**src/hw/burst_config.svh**
```systemverilog
/*
 * burst address generator configuration
 * widths, command FIFO depth and APB register map
 */
`ifndef BURST_CONFIG_SVH
`define BURST_CONFIG_SVH

// generated address and length field widths
`define BURST_ADDR_W 8
`define BURST_LEN_W 8

// command entries held between APB and the expander
`define BURST_FIFO_DEPTH 4

// APB address width and register offsets
// offsets are sized to the APB address width
`define BURST_APB_ADDR_W 4
`define BURST_REG_CMD 4'h0
`define BURST_REG_STATUS 4'h4

`endif

```
**src/hw/burst_pkg.sv**
```systemverilog
/*
 * burst address generator package
 * vector types for addresses, lengths, FIFO level and APB data,
 * plus the expander state encoding
 */
`default_nettype none

`include "burst_config.svh"

package burst_pkg;

    // one generated address
    typedef logic [`BURST_ADDR_W-1:0] addr_t;

    // burst length field, L gives L+1 beats
    typedef logic [`BURST_LEN_W-1:0] len_t;

    // fill level, must reach the full depth
    typedef logic [$clog2(`BURST_FIFO_DEPTH+1)-1:0] level_t;

    // APB data word
    typedef logic [31:0] apb_data_t;

    // expander FSM
    typedef enum logic {
        exp_idle,
        exp_burst
    } exp_state_t;

endpackage

`default_nettype wire

```
**src/hw/cmd_stream_if.sv**
```systemverilog
/*
 * command stream interface
 * valid/ready handshake carrying a burst base address and length
 */
`timescale 1ns/10ps
`default_nettype none

interface cmd_stream_if
    import burst_pkg::*;
();

    // handshake
    logic valid;
    logic ready;

    // payload, held while valid and not ready
    addr_t base;
    len_t len;

    // sender of commands
    modport producer (
        output valid,
        output base,
        output len,
        input ready
    );

    // receiver of commands
    modport consumer (
        input valid,
        input base,
        input len,
        output ready
    );

endinterface

`default_nettype wire

```
**src/hw/apb_cmd_regs.sv**
```systemverilog
/*
 * APB command register block
 * a CMD write becomes a one-cycle push into the command FIFO,
 * STATUS reports fill level, empty and a sticky overflow flag
 */
`timescale 1ns/10ps
`default_nettype none

`include "burst_config.svh"

module apb_cmd_regs
    import burst_pkg::*;
(
    input wire logic clock,
    input wire logic rst_n,
    input wire logic psel,
    input wire logic penable,
    input wire logic pwrite,
    input wire logic [`BURST_APB_ADDR_W-1:0] paddr,
    input wire apb_data_t pwdata,
    output apb_data_t prdata,
    output logic pslverr,
    input wire level_t level,
    cmd_stream_if.producer cmd
);

    // access phase decode, zero wait states
    logic access;
    logic wr_access;
    logic rd_access;
    logic sel_cmd;
    logic sel_status;
    logic unmapped;

    // command refused by a full FIFO
    logic cmd_drop;

    // sticky overflow and the last pushed command
    logic overflow;
    addr_t last_base;
    len_t last_len;

    apb_data_t status_word;
    apb_data_t cmd_word;

    assign access = psel && penable;
    assign wr_access = access && pwrite;
    assign rd_access = access && !pwrite;

    assign sel_cmd = (paddr == `BURST_REG_CMD);
    assign sel_status = (paddr == `BURST_REG_STATUS);
    assign unmapped = !sel_cmd && !sel_status;

    // push request lives for the access phase only
    assign cmd.valid = wr_access && sel_cmd;
    // base in 15:8, len in 7:0
    assign cmd.base = pwdata[`BURST_LEN_W +: `BURST_ADDR_W];
    assign cmd.len = pwdata[`BURST_LEN_W-1:0];

    assign cmd_drop = cmd.valid && !cmd.ready;

    // error in the same access phase
    assign pslverr = access && (unmapped || cmd_drop);

    always_ff @(posedge clock or negedge rst_n) begin
        if (!rst_n) begin
            overflow <= 1'b0;
        end else if (cmd_drop) begin
            overflow <= 1'b1;
        end else if (wr_access && sel_status && pwdata[5]) begin
            // write one to clear
            overflow <= 1'b0;
        end
    end

    // readback copy of the last accepted command
    always_ff @(posedge clock or negedge rst_n) begin
        if (!rst_n) begin
            last_base <= '0;
            last_len <= '0;
        end else if (cmd.valid && cmd.ready) begin
            last_base <= cmd.base;
            last_len <= cmd.len;
        end
    end

    // status word, level in 3:0, empty bit 4, overflow bit 5
    always_comb begin
        status_word = '0;
        status_word[$bits(level_t)-1:0] = level;
        status_word[4] = (level == '0);
        status_word[5] = overflow;
    end

    always_comb begin
        cmd_word = '0;
        cmd_word[`BURST_LEN_W +: `BURST_ADDR_W] = last_base;
        cmd_word[`BURST_LEN_W-1:0] = last_len;
    end

    // read mux, unmapped reads return zero
    always_comb begin
        prdata = '0;
        if (rd_access) begin
            if (sel_cmd) begin
                prdata = cmd_word;
            end else if (sel_status) begin
                prdata = status_word;
            end
        end
    end

    // push only in an access phase that followed a CMD write setup
    a_push_in_cmd_write : assert property (
        @(posedge clock) disable iff (!rst_n)
        cmd.valid |-> penable &&
            $past(psel && !penable && pwrite && (paddr == `BURST_REG_CMD))
    );

endmodule

`default_nettype wire

```
**src/hw/cmd_fifo.sv**
```systemverilog
/*
 * command FIFO
 * circular buffer of burst commands with registered storage,
 * fill level reported back to the APB status register
 */
`timescale 1ns/10ps
`default_nettype none

`include "burst_config.svh"

module cmd_fifo
    import burst_pkg::*;
#(
    parameter int DEPTH = `BURST_FIFO_DEPTH
) (
    input wire logic clock,
    input wire logic rst_n,
    cmd_stream_if.consumer push_side,
    cmd_stream_if.producer pop_side,
    output level_t level
);

    // pointer needs at least one bit even for a single entry
    localparam int PTR_W = (DEPTH > 1) ? $clog2(DEPTH) : 1;
    localparam int CNT_W = $clog2(DEPTH + 1);

    addr_t base_mem [DEPTH];
    len_t len_mem [DEPTH];

    logic [PTR_W-1:0] wr_ptr;
    logic [PTR_W-1:0] rd_ptr;
    logic [CNT_W-1:0] count;

    logic push;
    logic pop;

    assign push_side.ready = (count != CNT_W'(DEPTH));
    assign pop_side.valid = (count != '0);

    assign push = push_side.valid && push_side.ready;
    assign pop = pop_side.valid && pop_side.ready;

    // head entry straight from storage
    assign pop_side.base = base_mem[rd_ptr];
    assign pop_side.len = len_mem[rd_ptr];

    assign level = level_t'(count);

    always_ff @(posedge clock) begin
        if (push) begin
            base_mem[wr_ptr] <= push_side.base;
            len_mem[wr_ptr] <= push_side.len;
        end
    end

    // explicit wrap so any depth works
    always_ff @(posedge clock or negedge rst_n) begin
        if (!rst_n) begin
            wr_ptr <= '0;
            rd_ptr <= '0;
        end else begin
            if (push) begin
                wr_ptr <= (wr_ptr == PTR_W'(DEPTH - 1)) ? '0 : wr_ptr + 1'b1;
            end
            if (pop) begin
                rd_ptr <= (rd_ptr == PTR_W'(DEPTH - 1)) ? '0 : rd_ptr + 1'b1;
            end
        end
    end

    // simultaneous push and pop keep the level
    always_ff @(posedge clock or negedge rst_n) begin
        if (!rst_n) begin
            count <= '0;
        end else begin
            case ({push, pop})
                2'b10: count <= count + 1'b1;
                2'b01: count <= count - 1'b1;
                default: count <= count;
            endcase
        end
    end

    a_level_bound : assert property (
        @(posedge clock) disable iff (!rst_n)
        count <= CNT_W'(DEPTH)
    );

    // stalled head must not move
    a_pop_stable : assert property (
        @(posedge clock) disable iff (!rst_n)
        pop_side.valid && !pop_side.ready |=>
            pop_side.valid && $stable(pop_side.base) && $stable(pop_side.len)
    );

endmodule

`default_nettype wire

```
**src/hw/burst_addr_expander.sv**
```systemverilog
/*
 * burst address expander
 * turns one base/length command into L+1 consecutive addresses
 * on a valid/ready port, last flag on the final beat
 */
`timescale 1ns/10ps
`default_nettype none

module burst_addr_expander
    import burst_pkg::*;
(
    input wire logic clock,
    input wire logic rst_n,
    cmd_stream_if.consumer cmd,
    output addr_t addr,
    output logic addr_valid,
    input wire logic addr_ready,
    output logic addr_last
);

    exp_state_t state;

    // current address and burst length
    addr_t addr_q;
    len_t len_q;
    // beats already sent in this burst
    len_t beat_cnt;

    logic cmd_take;
    logic beat_take;
    logic final_beat;

    assign final_beat = (state == exp_burst) && (beat_cnt == len_q);

    // take the next command when idle or as the final beat leaves
    assign cmd.ready = (state == exp_idle) || (final_beat && addr_ready);

    assign cmd_take = cmd.valid && cmd.ready;
    assign beat_take = addr_valid && addr_ready;

    assign addr = addr_q;
    assign addr_valid = (state == exp_burst);
    assign addr_last = final_beat;

    // FSM
    always_ff @(posedge clock or negedge rst_n) begin
        if (!rst_n) begin
            state <= exp_idle;
        end else begin
            case (state)
                exp_idle: begin
                    if (cmd_take) begin
                        state <= exp_burst;
                    end
                end
                exp_burst: begin
                    // back to back bursts stay here
                    if (final_beat && addr_ready && !cmd_take) begin
                        state <= exp_idle;
                    end
                end
                default: state <= exp_idle;
            endcase
        end
    end

    // beat counter
    always_ff @(posedge clock or negedge rst_n) begin
        if (!rst_n) begin
            beat_cnt <= '0;
        end else if (cmd_take) begin
            beat_cnt <= '0;
        end else if (beat_take && !final_beat) begin
            beat_cnt <= beat_cnt + 1'b1;
        end
    end

    // address and length, wraps modulo the address width
    always_ff @(posedge clock) begin
        if (cmd_take) begin
            addr_q <= cmd.base;
            len_q <= cmd.len;
        end else if (beat_take && !final_beat) begin
            addr_q <= addr_q + 1'b1;
        end
    end

    // stalled beat holds address, last and valid
    a_hold_on_stall : assert property (
        @(posedge clock) disable iff (!rst_n)
        addr_valid && !addr_ready |=>
            addr_valid && $stable(addr) && $stable(addr_last)
    );

endmodule

`default_nettype wire

```
**src/hw/burst_addr_top.sv**
```systemverilog
/*
 * burst address generator top level
 * APB command registers feed a command FIFO,
 * the expander turns each command into an address stream
 */
`timescale 1ns/10ps
`default_nettype none

`include "burst_config.svh"

module burst_addr_top
    import burst_pkg::*;
(
    input wire logic clock,
    input wire logic rst_n,
    // APB, zero wait states
    input wire logic psel,
    input wire logic penable,
    input wire logic pwrite,
    input wire logic [`BURST_APB_ADDR_W-1:0] paddr,
    input wire apb_data_t pwdata,
    output apb_data_t prdata,
    output logic pslverr,
    // address stream
    output addr_t addr,
    output logic addr_valid,
    input wire logic addr_ready,
    output logic addr_last
);

    // regs to FIFO, FIFO to expander
    cmd_stream_if cmd_in ();
    cmd_stream_if cmd_out ();

    level_t fifo_level;

    apb_cmd_regs u_regs (
        .clock (clock),
        .rst_n (rst_n),
        .psel (psel),
        .penable (penable),
        .pwrite (pwrite),
        .paddr (paddr),
        .pwdata (pwdata),
        .prdata (prdata),
        .pslverr (pslverr),
        .level (fifo_level),
        .cmd (cmd_in.producer)
    );

    cmd_fifo #(
        .DEPTH (`BURST_FIFO_DEPTH)
    ) u_fifo (
        .clock (clock),
        .rst_n (rst_n),
        .push_side (cmd_in.consumer),
        .pop_side (cmd_out.producer),
        .level (fifo_level)
    );

    burst_addr_expander u_expander (
        .clock (clock),
        .rst_n (rst_n),
        .cmd (cmd_out.consumer),
        .addr (addr),
        .addr_valid (addr_valid),
        .addr_ready (addr_ready),
        .addr_last (addr_last)
    );

endmodule

`default_nettype wire

```
**config.mk**
```make
export PLATFORM = sky130hd
export DESIGN_NAME = burst_addr_top
export DESIGN_NICKNAME = d
export VERILOG_FILES = /design/src/hw/burst_pkg.sv /design/src/hw/cmd_stream_if.sv /design/src/hw/apb_cmd_regs.sv /design/src/hw/cmd_fifo.sv /design/src/hw/burst_addr_expander.sv /design/src/hw/burst_addr_top.sv
export VERILOG_INCLUDE_DIRS = /design/src /design/src/hw
export SDC_FILE = /design/constraint.sdc
export NUM_CORES = 1
export LEC_CHECK = 0
export ABC_CLOCK_PERIOD_IN_PS = 3100
export BUFFER_PORTS_ARGS = -buffer_cell sky130_fd_sc_hd__buf_2
export CORE_MARGIN = 4
export CORE_UTILIZATION = 56
export DETAILED_ROUTE_END_ITERATION = 8
export PLACE_DENSITY_LB_ADDON = 0.15
export SYNTH_ARGS = -nofsm -noshare
export SYNTH_HDL_FRONTEND = slang
export SYNTH_SLANG_ARGS = --single-unit
```
**constraint.sdc**
```tcl
create_clock -name clock -period 3.1 [get_ports clock]
set_clock_uncertainty 0.05 [all_clocks]
set_input_delay 0.155 -clock clock [delete_from_list [all_inputs] [get_ports clock]]
set_output_delay 0.155 -clock clock [all_outputs]
set_load 0.03 [all_outputs]
```
==> impl_metrics.toml, run 1 <==
[pwr]
powerDensity_mw_per_mm2 = 706
total_leakage_power_nw = 2.52
seq_power_share = 0.433
combPwrFrac = 0.125
p_sw_frac = 0.259
p_total_mw = 4.32
irDropWorstVdd_v = 0.000439
internal_power_mw = 3.20
p_clk_frac = 0.442
net-switching-power_mw = 1.12

[timing]
rsz0062_at_grt = "false"
final_hold_viol_count = 0
fin_crit_sh = 0.848
maxSlewViolCount = 0
setup_tns_ns = 0
relSlewSlack = 0.477
fin_crit_ns = 2.63
worst_slew_pin_slew_ns = 0.784
setup_viol = 0
fmax_mhz = 380

[route]
drt-initial-drc-count = 117
drcViolationCount = 0
via_per_inst = 5.40
wire_per_inst_um = 17.1
dr_total_vias = 2873
routed_wirelength_um = 9080
ant_nets = 0
drtPass1Iterations = 5

[cts]
cts_buffer_depth = 2
cts_hold_buf = 20
cts_root_buffer = "clkbuf_8"
htreeDepth = 4
cts_made_buffers = 17
cts-resized-gates = 0
clock_sinks = 113
cts_tree = "done"
path_clk_slew_ns = 0.06
cts_setup_buffers = 0
insertion_delay_ns = 0.51

[global_route]
grt_pass1_vias = 2935
grt_use_total = 0.192
grt_overflow = 0
antenna_found_initial = 0
grt_max_degree = 34
grt_pass1_wl_um = 14800

[placed_design]
placedInstanceArea_mm2 = 0.00533
dpl.cell_count = 480
port_buffers = 52
hpwlAfterDp_um = 6020
globalplace.congestion = 0.762

[setup_path]
r2r-start = "u_expander.beat_cnt[5]"
crit_path_max_fanout = 5
cp-startpoint = "u_expander.beat_cnt[5]"
worstSetupStartpointType = "flip-flop"
cp.arrival_ns = 3.01
critPathKind = "flip-flop to flip-flop"
required_ns = 3.48
cp-end-kind = "flip-flop"
reg2regPathDepth = 10

[synthesis]
syn_inst = 323
yosysUniqueCellTypes = 40
synth_area_mm2 = 0.00499
ys_seq_elements = 113
avgSynthCellArea_um2 = 15.5
seq_area_frac_synth = 0.646
yosysWarnings = 0

[run]
max_cap_viol_count = 0

[floorplan]
coreArea_mm2 = 0.00868
ios = 85
rows = 34
die-height_um = 102
dieArea_mm2 = 0.0105
start_util = 0.575
die_x_um = 102

[finish]
multi_input_area_mm2 = 0.00158
drive_above_1_share = 0.325
finish.instance_area_mm2 = 0.00613
seqCellArea_mm2 = 0.00323
fin_cells = 532
nets = 462
fill_cells = 580
diodes = 0
syn_to_final_growth_pct = 22.7

[min_path]
whs_path_depth = 5
hold_start = "penable"
hp-class = "input port to flip-flop"

[outcome]
status = "finished clean"
## layer usage
metal / wire (µm) / vias to the layer above / GRT usage
li1: - / 1350 / -
met1: 4030 / 1433 / 0.259
met2: 4470 / 77 / 0.301
met3: 469 / 13 / 0.0608
met4: 103 / 0 / 0.0605
met5: 0 / - / 0
## state kept, by name, summed over array words and instances, names as in the netlist
name                   cells
u_expander.beat_cnt        8
u_fifo.rd_ptr              2
u_fifo.base_mem           32
u_expander.len_q           8
u_fifo.len_mem            32
u_regs.last_base           8
u_expander.addr            8
u_expander.addr_valid      1
u_fifo.wr_ptr              2
u_regs.last_len            8
u_fifo.level               3
u_regs.overflow            1
## critical path: stages, from the launching register on
cell	delay, ns
dfrtp_1	0.42
xor2_1	0.17
nor4_2	0.39
nand4_1	0.28
nand2_2	0.19
ha_1	0.19
inv_1	0.06
fa_1	0.37
xor2_1	0.15
nor2_1	0.12
xor2_1	0.16
## kinds of logic (layout without fill, tap and decap cells)
group                      Yosys count  count (layout)  share of synthesized area
DFF                                113             113                      0.646
and+or+nand+nor                     71              71                     0.0784
muxes                               49              49                      0.145
buffers and inverters               41             127                     0.0486
AOI/OAI and AO/OA                   22              22                     0.0271
xor gates and xnor gates            17              17                     0.0298
adders and majority gates            9               9                     0.0241
other                                1              16                   0.000751
## power by group through the flow
stage	logic [mW]	registers, mW	clock network, mW
after detailed placement	0.522	1.90	0
after CTS	0.546	1.87	1.95
after global routing	0.603	1.89	2.03
final	0.539	1.87	1.91
after floorplan	0.436	1.85	0
after global placement	0.503	1.89	0
## per-stage QoR
stage | utilization | worst slack [ns] | hold slack, ns
finish | 0.706 | 0.471 | 0.121
global route | 0.706 | 0.251 | 0.169
CTS | 0.706 | 0.435 | 0.111
detailed placement | 0.614 | 0.459 | 0.232
global placement | 0.614 | 0.505 | 0.228
floorplan | - | 0.510 | -0.191
## worst paths after layout
kind,slack (ns),end
max reg2reg,0.47,u_fifo.level[2]
min in group asynchronous,0.21,u_expander.beat_cnt[0]
max in group asynchronous,2.28,u_regs.last_base[4]
min reg2reg,0.45,u_regs.last_base[1]
min,0.12,u_regs.overflow
max,0.47,u_fifo.level[2]
## layout by cell type, fill, tap and decap left out, drive strengths merged, types with 2 or more instances in the layout
cell and instances:
nand2b 3, nor3 3, mux2i 7, o31ai 2
nand4 3, buf 63, mux2 26, and2 11
or4 2, nor4 2, nor2 16, dlygate4sd3 20
a31oi 2, mux4 16, inv 20, conb 16
nand3 9, a21o 3, xnor2 5, and3 5
or3 3, ha 8, nand3b 2, o22ai 2
clkbuf 18, xor2 12, edfxtp 80, bufinv 2
dfrtp 33, a21oi 8, nand2 10, o21ai 3
clkinv 4
## cells in the mapped netlist
| cell type | instances | area share |
|---|---|---|
| a211o_1 | 1 | 0.0018 |
| a21o_1 | 3 | 0.0045 |
| a21oi_1 | 8 | 0.0080 |
| a31oi_1 | 2 | 0.0025 |
| and2_1 | 11 | 0.014 |
| and3_1 | 5 | 0.0063 |
| and4_1 | 1 | 0.0018 |
| buf_2 | 5 | 0.0050 |
| buf_4 | 16 | 0.024 |
| buf_6 | 3 | 0.0068 |
| clkbuf_1 | 5 | 0.0038 |
| conb_1 | 1 | 0.00075 |
| dfrtp_1 | 33 | 0.17 |
| edfxtp_1 | 80 | 0.48 |
| fa_1 | 1 | 0.0040 |
| ha_1 | 8 | 0.020 |
| inv_1 | 12 | 0.0090 |
| mux2_1 | 4 | 0.0090 |
| mux2_2 | 22 | 0.050 |
| mux2i_1 | 7 | 0.014 |
| mux4_2 | 16 | 0.072 |
| nand2_1 | 9 | 0.0068 |
| nand2_2 | 1 | 0.0013 |
| nand2b_1 | 3 | 0.0038 |
| nand3_1 | 9 | 0.0090 |
| nand3b_1 | 2 | 0.0030 |
| nand4_1 | 3 | 0.0038 |
| nor2_1 | 16 | 0.012 |
| nor3_1 | 3 | 0.0030 |
| nor4_2 | 2 | 0.0050 |
| nor4b_1 | 1 | 0.0018 |
| o2111ai_1 | 1 | 0.0018 |
| o21ai_0 | 3 | 0.0030 |
| o22ai_1 | 2 | 0.0025 |
| o31ai_1 | 2 | 0.0030 |
| or3_1 | 1 | 0.0013 |
| or3_2 | 2 | 0.0030 |
| or4_1 | 2 | 0.0030 |
| xnor2_1 | 5 | 0.0088 |
| xor2_1 | 12 | 0.021 |
## area by class of cell
| cell class | count | share of cell area |
|---|---|---|
| clock inverter | 14 | 0.0274 |
| tap | 108 | 0.0221 |
| multi-input combinational | 184 | 0.258 |
| timing repair buffer | 83 | 0.0886 |
| inverter | 12 | 0.00735 |
| clock buffer | 18 | 0.0699 |
| sequential | 113 | 0.527 |
No activity file was read; power rests on OpenSTA's default activity.
==> run 2, diff against run 1 <==
- ABC_CLOCK_PERIOD_IN_PS: 3100 -> 2500
- clock period: 3.1 -> 2.5 ns (I/O delays scaled with it)
==> impl_metrics.toml, run 2 (synthesized netlist as in run 1, its figures left out) <==
[outcome]
status = "finished clean"

[pwr]
p_total_mw = 5.27
powerDensity_mw_per_mm2 = 859
irDropWorstVdd_v = 0.000480
total_leakage_power_nw = 2.51

[setup_path]
required_ns = 2.33
crit_path_max_fanout = 15
slowest_stage = "dfrtp_1"
timing.rr.end = "u_fifo.level[2]"
crit_chain = "xor2_1 > nor4_2 > buf_4 > and3_2 > buf_2"
r2r-start = "u_expander.beat_cnt[5]"
cp-end-kind = "output port"
slowest_delay_ns = 0.44
cp_num_buf_inv = 2
cp.arrival_ns = 2.22
critPathKind = "flip-flop to output port"
worstSetupStartpointType = "flip-flop"
crit_family = "simple AND/OR/NAND/NOR gates"
r2r_setup_slack_ns = 0.16
reg2regPathDepth = 10

[route]
drtPass1Iterations = 4
dr_total_vias = 2869
ant_nets = 0
drt-initial-drc-count = 118
wire_per_inst_um = 17.3
drcViolationCount = 0
routed_wirelength_um = 9250
via_per_inst = 5.36

[timing]
final_hold_viol_count = 0
fin_crit_ns = 2.40
setup_tns_ns = 0
fin_ws_ns = 0.105
setup_viol = 0
fin_crit_sh = 0.958
fmax_mhz = 417
rsz0062_at_grt = "false"
worst_slew_pin_slew_ns = 0.812
relSlewSlack = 0.459
maxSlewViolCount = 0

[finish]
final_cell_mix = "edfxtp_1 (80), buf_2 (52), dfrtp_1 (33), mux2_2 (22), dlygate4sd3_1 (20)"
nets = 465
finish.instance_area_mm2 = 0.00614
syn_to_final_growth_pct = 23.0
drive_above_1_share = 0.330
diodes = 0
fill_cells = 592
fin_cells = 535
final_common_cell = "edfxtp_1"
largestRegisters = "u_fifo.base_mem (32), u_fifo.len_mem (32)"

[global_route]
antenna_found_initial = 0
grt_overflow = 0
grt_max_degree = 34
grt_pass1_vias = 2947
grt_use_total = 0.200
grt_pass1_wl_um = 15300

[placed_design]
dpl.cell_count = 483
port_buffers = 52
hpwlAfterDp_um = 5930
placedInstanceArea_mm2 = 0.00537
globalplace.congestion = 0.734
place_ws_ns = 0.198

[cts]
clock_sinks = 113
cts_buffer_depth = 2
htreeDepth = 4
path_clk_slew_ns = 0.05
cts_tree = "done"
cts_root_buffer = "clkbuf_8"
cts_made_buffers = 17
insertion_delay_ns = 0.51

[floorplan]
coreArea_mm2 = 0.00868
die-height_um = 102
dieArea_mm2 = 0.0105
die_x_um = 102
ios = 85
start_util = 0.575
rows = 34

[min_path]
hp-class = "input port to asynchronous set/reset pin"

[run]
max_cap_viol_count = 0
## run 2: how the worst max path moves through the flow
stage | startpoint | end | slack, ns | depth (start not counted)
2_1_floorplan | u_expander.beat_cnt[3] | u_fifo.level[2] | 0.02 | 11
3_3_place_gp | u_expander.beat_cnt[5] | u_fifo.level[2] | 0.23 | 10
3_5_place_dp | u_expander.beat_cnt[5] | u_fifo.level[2] | 0.20 | 10
4_1_cts | u_expander.beat_cnt[5] | addr_last | 0.10 | 5
5_1_grt | u_expander.beat_cnt[5] | addr_last | 0.008 | 5
6_report | u_expander.beat_cnt[5] | addr_last | 0.10 | 5
## run 2: final cells by class
type | count | area [µm²] | area share
flip-flops and latches | 113 | 3230 | 0.526
multi-input cells | 184 | 1600 | 0.260
repair buffers | 86 | 566 | 0.0921
clock buffers | 24 | 492 | 0.0801
well taps | 108 | 135 | 0.0220
clock inverters | 8 | 80.1 | 0.0130
inverters | 12 | 45.0 | 0.00733
## run 2: routing by layer
layer,vias up,track usage,wire (µm)
li1,1352,-,-
met1,1436,0.280,4300
met2,75,0.300,4420
met3,6,0.0621,439
met4,0,0.0696,85
met5,-,0,0
## run 2: worst reg2reg max path, stage by stage (launching register included)
cell and delay, ns:
dfrtp_1 0.44, xor2_1 0.17, nor4_2 0.33, nand4_1 0.20, nand2_2 0.14, ha_4 0.14
inv_1 0.05, fa_2 0.33, xor2_1 0.14, nor2_1 0.12, xor2_1 0.14
## run 2: repair_timing
| item | CTS | global route |
|---|---|---|
| setup buffers | 0 | 0 |
| endpoints found under the hold margin | 117 | 0 |
| setup endpoints to repair | 1 | 0 |
| resized for setup | 1 | 0 |
| hold buffers | 20 | 0 |
## run 2: power by group
| part | switching [mW] | internal, mW | total [mW] |
|---|---|---|---|
| Clock | 0.821 | 1.45 | 2.28 |
| Sequential | 0.184 | 2.15 | 2.33 |
| Combinational | 0.314 | 0.355 | 0.669 |
| Total | 1.32 | 3.95 | 5.27 |
## run 2: per-stage QoR
| step | utilization | hold WS (ns) |
|---|---|---|
| finish | 0.708 | 0.184 |
| global route | 0.708 | 0.251 |
| CTS | 0.708 | 0.198 |
| detailed placement | 0.619 | 0.193 |
| global placement | 0.619 | 0.200 |
| floorplan | - | -0.221 |
